**config.mk**
```make
export PLATFORM = sky130hd
export DESIGN_NAME = vid_to_stream
export DESIGN_NICKNAME = d
export VERILOG_FILES = /design/src/common/vid_in_pkg.sv /design/src/source/vid_to_stream.sv /design/src/source/stream_fifo.sv /design/src/capture/packet_writer.sv /design/src/capture/lock_tracker.sv /design/src/source/video_input_stage.sv
export VERILOG_INCLUDE_DIRS = /design/src /design/src/common
export SDC_FILE = /design/constraint.sdc
export NUM_CORES = 2
export LEC_CHECK = 0
export ABC_AREA = 1
export BUFFER_PORTS_ARGS = -buffer_cell sky130_fd_sc_hd__buf_2
export CORE_ASPECT_RATIO = 1.5
export CORE_MARGIN = 2
export CORE_UTILIZATION = 63
export DETAILED_ROUTE_END_ITERATION = 10
export PLACE_DENSITY = 0.79
export SETUP_SLACK_MARGIN = 0.1
export SLEW_MARGIN = 10
export SYNTH_ARGS = -nofsm -noshare
export SYNTH_HDL_FRONTEND = slang
export SYNTH_SLANG_ARGS = --single-unit
```
**constraint.sdc**
```tcl
create_clock -name rst_vid_clk -period 3.95 [get_ports rst_vid_clk]
set_input_delay 0.5925 -clock rst_vid_clk [delete_from_list [all_inputs] [get_ports rst_vid_clk]]
set_output_delay 0.5925 -clock rst_vid_clk [all_outputs]
set_load 0.02 [all_outputs]
```
**src/common/vid_in_macros.svh**
```systemverilog
`ifndef VID_IN_MACROS_SVH
`define VID_IN_MACROS_SVH

// pixel width of two 10-bit planes side by side
`define VID_DATA_WIDTH 20

// buffer depth in beats
`define VID_FIFO_DEPTH 64

// hsync rising edges needed after the source reports lock
`define VID_LOCK_LINES 2

// first beat of every video packet
`define VID_HEADER_TYPE 0

`endif
```
**src/common/vid_in_pkg.sv**
```systemverilog
`default_nettype none

`include "vid_in_macros.svh"

package vid_in_pkg;

    // one registered input sample
    typedef struct packed {
        logic [`VID_DATA_WIDTH-1:0] data;
        logic                       active;
        logic                       h_sync;
        logic                       v_sync;
    } vid_sample_t;

    // single-cycle markers from the input stage
    typedef struct packed {
        logic start_of_hsync;
        logic start_of_vsync;
        logic end_of_vsync;
        logic start_of_active;
    } sync_events_t;

    // one buffered beat
    typedef struct packed {
        logic [`VID_DATA_WIDTH-1:0] data;
        logic                       eop;
    } stream_beat_t;

endpackage

`default_nettype wire

```
**src/source/vid_to_stream.sv**
```systemverilog
`timescale 1ns/100ps
`default_nettype none

`include "vid_in_macros.svh"

module vid_to_stream
    import vid_in_pkg::*;
(
    input  wire                       rst_vid_clk,
    input  wire                       vid_clk_int,
    input  wire [`VID_DATA_WIDTH-1:0] vid_data,
    input  wire                       vid_datavalid,
    input  wire                       vid_h_sync,
    input  wire                       vid_v_sync,
    input  wire                       vid_locked,
    input  wire                       enable,
    input  wire                       clear_overflow,
    input  wire                       out_ready,
    output logic                      out_valid,
    output stream_beat_t              out_beat,
    output logic                      out_sop,
    output logic                      overflow
);

    vid_sample_t  sample;
    sync_events_t events;
    logic         capturing;
    logic         overflow_event;
    logic         wr_valid;
    logic         wr_ready;
    stream_beat_t wr_beat;

    video_input_stage u_input_stage (
        .rst_vid_clk   (rst_vid_clk),
        .vid_clk_int   (vid_clk_int),
        .vid_data      (vid_data),
        .vid_datavalid (vid_datavalid),
        .vid_h_sync    (vid_h_sync),
        .vid_v_sync    (vid_v_sync),
        .sample        (sample),
        .events        (events)
    );

    lock_tracker u_lock_tracker (
        .rst_vid_clk    (rst_vid_clk),
        .vid_clk_int    (vid_clk_int),
        .vid_locked     (vid_locked),
        .enable         (enable),
        .events         (events),
        .overflow_event (overflow_event),
        .capturing      (capturing)
    );

    packet_writer u_packet_writer (
        .rst_vid_clk    (rst_vid_clk),
        .vid_clk_int    (vid_clk_int),
        .sample         (sample),
        .events         (events),
        .capturing      (capturing),
        .vid_locked     (vid_locked),
        .wr_ready       (wr_ready),
        .clear_overflow (clear_overflow),
        .wr_valid       (wr_valid),
        .wr_beat        (wr_beat),
        .overflow_event (overflow_event),
        .overflow       (overflow)
    );

    stream_fifo #(
        .beat_t (stream_beat_t)
    ) u_stream_fifo (
        .rst_vid_clk (rst_vid_clk),
        .vid_clk_int (vid_clk_int),
        .wr_valid    (wr_valid),
        .wr_beat     (wr_beat),
        .out_ready   (out_ready),
        .wr_ready    (wr_ready),
        .out_valid   (out_valid),
        .out_beat    (out_beat),
        .out_sop     (out_sop)
    );

endmodule

`default_nettype wire

```
**src/source/stream_fifo.sv**
```systemverilog
`timescale 1ns/100ps
`default_nettype none

`include "vid_in_macros.svh"

module stream_fifo
    import vid_in_pkg::*;
#(
    parameter type beat_t = stream_beat_t
) (
    input  wire   rst_vid_clk,
    input  wire   vid_clk_int,
    input  wire   wr_valid,
    input  beat_t wr_beat,
    input  wire   out_ready,
    output logic  wr_ready,
    output logic  out_valid,
    output beat_t out_beat,
    output logic  out_sop
);

    localparam int DEPTH = `VID_FIFO_DEPTH;
    localparam int AW    = $clog2(DEPTH);
    localparam int CW    = $clog2(DEPTH + 1);

    beat_t         mem [DEPTH];
    logic [AW-1:0] wr_ptr;
    logic [AW-1:0] rd_ptr;
    logic [CW-1:0] count;
    logic          do_wr;
    logic          do_rd;
    logic          sop_pending;

    function automatic logic [AW-1:0] next_ptr(input logic [AW-1:0] ptr);
        return (ptr == AW'(DEPTH - 1)) ? '0 : ptr + AW'(1);
    endfunction

    assign wr_ready  = (count != CW'(DEPTH));
    assign out_valid = (count != '0);
    assign do_wr     = wr_valid & wr_ready;
    assign do_rd     = out_valid & out_ready;

    // head of the buffer shows without a read request
    assign out_beat = mem[rd_ptr];
    assign out_sop  = out_valid & sop_pending;

    always_ff @(posedge rst_vid_clk) begin
        if (do_wr) begin
            mem[wr_ptr] <= wr_beat;
        end
    end

    always_ff @(posedge rst_vid_clk or posedge vid_clk_int) begin
        if (vid_clk_int) begin
            wr_ptr      <= '0;
            rd_ptr      <= '0;
            count       <= '0;
            sop_pending <= 1'b1;
        end else begin
            if (do_wr) begin
                wr_ptr <= next_ptr(wr_ptr);
            end
            if (do_rd) begin
                rd_ptr      <= next_ptr(rd_ptr);
                // next beat opens a packet after an eop
                sop_pending <= out_beat.eop;
            end
            case ({do_wr, do_rd})
                2'b10:   count <= count + CW'(1);
                2'b01:   count <= count - CW'(1);
                default: count <= count;
            endcase
        end
    end

    assert property (@(posedge rst_vid_clk) disable iff (vid_clk_int)
        count <= CW'(DEPTH));

    // stalled output holds its beat
    assert property (@(posedge rst_vid_clk) disable iff (vid_clk_int)
        out_valid && !out_ready |=> out_valid && $stable(out_beat) && $stable(out_sop));

endmodule

`default_nettype wire

```
**src/capture/packet_writer.sv**
```systemverilog
`timescale 1ns/100ps
`default_nettype none

`include "vid_in_macros.svh"

module packet_writer
    import vid_in_pkg::*;
(
    input  wire          rst_vid_clk,
    input  wire          vid_clk_int,
    input  vid_sample_t  sample,
    input  sync_events_t events,
    input  wire          capturing,
    input  wire          vid_locked,
    input  wire          wr_ready,
    input  wire          clear_overflow,
    output logic         wr_valid,
    output stream_beat_t wr_beat,
    output logic         overflow_event,
    output logic         overflow
);

    logic                       held_valid;
    logic [`VID_DATA_WIDTH-1:0] held_data;
    logic                       locked_q;
    logic                       lost_lock;
    logic                       overflow_pend;
    logic                       overflow_nxt;
    logic                       pixel_in;
    logic                       header;
    logic                       close;
    logic                       pkt_open;

    assign lost_lock = locked_q & ~vid_locked;

    // space is back after a dropped beat
    assign overflow_event = overflow_pend & wr_ready;

    // a packet may only start at the beginning of a line
    assign pixel_in = capturing & sample.active & (held_valid | events.start_of_active);
    assign header   = pixel_in & ~held_valid;

    // flush the held pixel as the last one of the packet
    assign close = held_valid & (events.start_of_vsync | lost_lock | overflow_event);

    assign wr_valid = pixel_in | close;
    assign wr_beat  = '{
        data: header ? `VID_DATA_WIDTH'(`VID_HEADER_TYPE) : held_data,
        eop:  close
    };

    // beats offered to a full buffer are lost
    assign overflow_nxt = (wr_valid | overflow_pend) & ~wr_ready;

    always_ff @(posedge rst_vid_clk) begin
        if (pixel_in) begin
            held_data <= sample.data;
        end
    end

    always_ff @(posedge rst_vid_clk or posedge vid_clk_int) begin
        if (vid_clk_int) begin
            held_valid    <= 1'b0;
            locked_q      <= 1'b0;
            overflow_pend <= 1'b0;
            overflow      <= 1'b0;
            pkt_open      <= 1'b0;
        end else begin
            locked_q      <= vid_locked;
            overflow_pend <= overflow_nxt;
            overflow      <= (overflow | overflow_nxt) & ~clear_overflow;

            // keep the last pixel until eop can be written
            if (!overflow_nxt) begin
                held_valid <= (pixel_in | held_valid) & ~close;
            end

            if (wr_valid && wr_ready) begin
                pkt_open <= header | (pkt_open & ~wr_beat.eop);
            end
        end
    end

    // a new header only after the previous packet got its eop
    assert property (@(posedge rst_vid_clk) disable iff (vid_clk_int)
        wr_valid && wr_ready && header |-> !pkt_open);

endmodule

`default_nettype wire

```
**src/capture/lock_tracker.sv**
```systemverilog
`timescale 1ns/100ps
`default_nettype none

`include "vid_in_macros.svh"

module lock_tracker
    import vid_in_pkg::*;
(
    input  wire          rst_vid_clk,
    input  wire          vid_clk_int,
    input  wire          vid_locked,
    input  wire          enable,
    input  sync_events_t events,
    input  wire          overflow_event,
    output logic         capturing
);

    localparam int CNT_W = $clog2(`VID_LOCK_LINES + 1);

    logic [CNT_W-1:0] line_count;
    logic [CNT_W-1:0] count_next;
    logic             locked_next;

    // count hsyncs down to zero, then stay locked
    assign count_next = (events.start_of_hsync && line_count != '0) ?
                        line_count - CNT_W'(1) : line_count;
    assign locked_next = (count_next == '0);

    always_ff @(posedge rst_vid_clk or posedge vid_clk_int) begin
        if (vid_clk_int) begin
            line_count <= CNT_W'(`VID_LOCK_LINES);
            capturing  <= 1'b0;
        end else if (!vid_locked || overflow_event) begin
            // lost lock or overflow forces a relock
            line_count <= CNT_W'(`VID_LOCK_LINES);
            capturing  <= 1'b0;
        end else begin
            line_count <= count_next;
            // enable only changes at a field boundary
            if (events.end_of_vsync) begin
                capturing <= enable & locked_next;
            end
        end
    end

    // capture opens only when vsync ends with enable set
    assert property (@(posedge rst_vid_clk) disable iff (vid_clk_int)
        $rose(capturing) |-> $past(events.end_of_vsync && enable && vid_locked));

endmodule

`default_nettype wire

```
**src/source/video_input_stage.sv**
```systemverilog
`timescale 1ns/100ps
`default_nettype none

`include "vid_in_macros.svh"

module video_input_stage
    import vid_in_pkg::*;
(
    input  wire                       rst_vid_clk,
    input  wire                       vid_clk_int,
    input  wire [`VID_DATA_WIDTH-1:0] vid_data,
    input  wire                       vid_datavalid,
    input  wire                       vid_h_sync,
    input  wire                       vid_v_sync,
    output vid_sample_t               sample,
    output sync_events_t              events
);

    logic [`VID_DATA_WIDTH-1:0] data_q;
    logic                       active_q;
    logic                       h_sync_q;
    logic                       v_sync_q;

    always_ff @(posedge rst_vid_clk) begin
        data_q <= vid_data;
    end

    always_ff @(posedge rst_vid_clk or posedge vid_clk_int) begin
        if (vid_clk_int) begin
            active_q <= 1'b0;
            h_sync_q <= 1'b0;
            v_sync_q <= 1'b0;
            events   <= '0;
        end else begin
            active_q <= vid_datavalid;
            h_sync_q <= vid_h_sync;
            v_sync_q <= vid_v_sync;

            // compare new level with the one already held
            events.start_of_hsync  <= vid_h_sync & ~h_sync_q;
            events.start_of_vsync  <= vid_v_sync & ~v_sync_q;
            events.end_of_vsync    <= ~vid_v_sync & v_sync_q;
            events.start_of_active <= vid_datavalid & ~active_q;
        end
    end

    // events line up with the sample that shows the edge
    assign sample = '{
        data:   data_q,
        active: active_q,
        h_sync: h_sync_q,
        v_sync: v_sync_q
    };

endmodule

`default_nettype wire

```
==> impl_metrics.toml <==
[global_route]
grt_pass1_wl_um = 222000
grt_usage_pct = 32.3
grt_max_degree = 152
grt_pass1_vias = 37200
antenna_found_initial = 2
overflow = 0

[clock_tree]
clk_path_buf_depth = 3
cts_root_buf = "clkbuf_16"
clk_latency_ns = 0.75
path_clk_slew_ns = 0.06
cts_made_buffers = 117
cts.sinks = 1418
htree_levels = 3
cts_tree = "built"

[drt]
drc = 0
num_vias = 38700
wl_met1_um = 51000
dr_wl_met2_um = 75800
vias_per_cell = 6.48
highest_layer = "met5"
drt_pass1_iterations = 7
wl_per_cell_um = 25.8
drt_iter0_markers = 5858
met3_length_um = 17100
wl_um = 154000
postRouteAntennaNets = 0

[timing]
finalMaxSlewViolations = 0
maxSlewHeadroom_pct = 18.4
setup-violations-final = 0
tightest_slew_ns = 1.22
hold_viol = 0
rsz0062_at_grt = "true"
max_freq_mhz = 257
period_minus_slack_ns = 3.88
finalCritPeriodShare_pct = 98.3
hold-worst-slack_ns = 0.202
finClkSkew_ns = 0.0347
tns_ns = 0

[synthesis]
ys_seq_area_share_pct = 74.5
synth.avg_cell_area_um2 = 12.3
yosysWarnings = 0
syn_nets = 4654
netlist_area_um2 = 56700
syn-instance-count = 4619
synth_top_area_cell = "edfxtp_1"
yosys_register_bits = 1418
synth.distinct_cells = 36
yosysTopAreaCellShare_pct = 72.3
synth_area_leaders = "edfxtp_1 (72%), nand2_1 (6.8%), nand3_1 (4.4%)"

[worst_hold_path]
hold_path_class = "primary input to flip-flop"
min_from = "enable"
whs_path_depth = 3
min_to = "u_lock_tracker.capturing$_DFFE_PP0P_"

[cells_and_area]
areaGrowthSynthToFinish_pct = 12.2
drive_above_1_share_pct = 11.3
nNetsFinal = 4746
final_util_pct = 71.4
diodes = 0
fillers = 5384

[place]
place_congestion = 0.895
portBuffers = 52
dp_hpwl_um = 82000

[power_and_ir_drop]
power.density_nw_per_um2 = 676
irDropWorstVdd_uv = 640
total_leakage_power_uw = 0.0222

[floorplanning]
die_y_um = 371
std_cell_rows = 134
die-area_um2 = 92400
die_w_um = 249
start_util_pct = 63.6
coreArea_um2 = 89000
io_pins = 53

[critical_path]
crit_required_ns = 3.36
r2r_cells = 18
crit_path_max_fanout = 44
worst_ep_arrival_time_ns = 3.29
crit_type = "flip-flop to primary output"
reg2reg_to = "u_stream_fifo.count[5]$_DFFE_PP0P_"
startpoint_type = "flip-flop"
rr_startpoint = "u_stream_fifo.count[4]$_DFFE_PP0P_"
rrSetupSlack_ns = 0.63
cp-end-kind = "primary output"

[flow_run]
maxCapViolations = 0

[status]
status = "finished clean"
worst max-delay path: stages (launching register included):
cell       delay (ns)
dfrtp_4          0.56
buf_6            0.23
buf_4            0.18
clkbuf_16        0.27
o21ai_0          0.14
o22ai_1          0.19
nand2_1          0.07
nand3_1          0.09
nand2_1          0.14
nand2_1          0.19
nand2_1          0.11
nand2_1          0.18
buf_2            0.20
cells by family (layout without fill, tap and decap cells):
group / count (synthesis) / after routing / share of synthesized area [%]
fa+ha+maj: 6 / 6 / 0.132
flops: 1418 / 1418 / 74.5
compound gates: 675 / 675 / 6.69
buf+inv: 382 / 575 / 3.23
xor+xnor: 11 / 11 / 0.170
simple gates: 2127 / 2127 / 15.3
cell usage in the layout (no fill, tap or decap), types with 12 or more instances in the layout:
cell type / Yosys / final
a21oi_1: 71 / 70
buf_12: 0 / 26
buf_16: 0 / 12
buf_2: 86 / 52
buf_4: 33 / 126
bufinv_16: 0 / 14
clkbuf_1: 113 / 14
clkbuf_16: 0 / 129
clkinv_1: 4 / 23
clkinv_2: 0 / 29
dfrtp_1: 32 / 29
dfxtp_1: 20 / 20
dlygate4sd3_1: 0 / 26
edfxtp_1: 1364 / 1364
inv_1: 87 / 64
inv_2: 2 / 22
nand2_1: 1026 / 1019
nand2_2: 7 / 14
nand3_1: 502 / 502
nor2_1: 584 / 515
nor2_2: 0 / 67
o211ai_1: 120 / 120
o21ai_0: 378 / 378
o21ai_1: 21 / 21
o22ai_1: 81 / 81
Yosys cell counts, drive strengths merged:
master / count
xor2: 5
o211ai: 120
nand2: 1033
o21ai: 399
a21oi: 71
nor3: 4
clkbuf: 114
buf: 174
ha: 6
nand3: 503
dfstp: 2
a21boi: 1
o31ai: 1
or2: 1
edfxtp: 1364
o211a: 1
a31oi: 1
dfxtp: 20
clkinv: 4
nor2: 584
nand3b: 2
inv: 90
dfrtp: 32
o22ai: 81
xnor2: 6
stage by stage:
stage | power (uW) | setup slack [ns] | area [um2] | instances
5_1_grt | 44300 | 0.0508 | 63600 | 5968
3_5_place_dp | 29900 | 0.677 | 58700 | 5695
3_3_place_gp | 29600 | 0.722 | 58700 | 5695
6_report | 43000 | 0.0659 | 63600 | 5968
2_1_floorplan | 25200 | 0.352 | 56700 | 4619
4_1_cts | 41900 | 0.0696 | 63100 | 5951
registers in the layout, summed over array words and instances (netlist names), 2 cells and up:
name,cells
u_stream_fifo.mem,1344
u_input_stage.data_q,20
u_packet_writer.held_data,20
u_stream_fifo.count,7
u_stream_fifo.rd_ptr,6
u_stream_fifo.wr_ptr,6
u_input_stage.events,4
u_lock_tracker.line_count,2
routing by layer:
| metal | vias to the layer above | track usage [%] |
|---|---|---|
| met5 | - | 0 |
| met4 | 4 | 20.7 |
| met2 | 2816 | 53.5 |
| met1 | 18700 | 39.9 |
| li1 | 16600 | - |
| met3 | 523 | 5.57 |
what timing repair did:
action / 4_1_cts / 5_1_grt
endpoints found under the setup margin: 21 / 21
hold buffers: 26 / 0
buffers inserted: 8 / 6
cloned: 2 / 11
gates resized for setup: 6 / 29
hold endpoints to repair: 38 / 0
pin swaps: 0 / 0
worst max path at each step:
stage	startpoint	endpoint	slack, ns	depth (start not counted)
2_1_floorplan	u_input_stage.active_q$_DFF_PP0_	u_stream_fifo.mem[15][0]$_DFFE_PP_	0.35	6
3_3_place_gp	u_stream_fifo.count[4]$_DFFE_PP0P_	u_stream_fifo.count[5]$_DFFE_PP0P_	0.72	18
3_5_place_dp	u_stream_fifo.rd_ptr[0]$_DFFE_PP0P_	out_beat[19]	0.68	12
4_1_cts	u_stream_fifo.rd_ptr[0]$_DFFE_PP0P_	out_beat[19]	0.07	15
5_1_grt	u_stream_fifo.rd_ptr[0]$_DFFE_PP0P_	out_beat[19]	0.05	15
6_report	u_stream_fifo.rd_ptr[1]$_DFFE_PP0P_	out_beat[14]	0.07	12
report_power, final:
group / total (uW) / switching, uW / internal, uW / leakage (uW)
logic: 14600 / 10400 / 4170 / 0.00739
clock network: 11900 / 5320 / 6580 / 0.00195
registers: 16500 / 138 / 16400 / 0.0129
total: 43000 / 15900 / 27100 / 0.0222
layout make-up:
| type | instances | area [um2] | area share, % |
|---|---|---|---|
| multi-input cells | 2819 | 12800 | 20.2 |
| flip-flops and latches | 1418 | 42200 | 66.4 |
| clock buffers | 138 | 3110 | 4.89 |
| repair inverters | 3 | 38.8 | 0.0610 |
| well taps | 1156 | 1450 | 2.28 |
| inverters | 94 | 408 | 0.642 |
| repair buffers | 258 | 2640 | 4.16 |
| clock inverters | 82 | 847 | 1.33 |
Note: power is estimated with default switching activity, not from simulation.
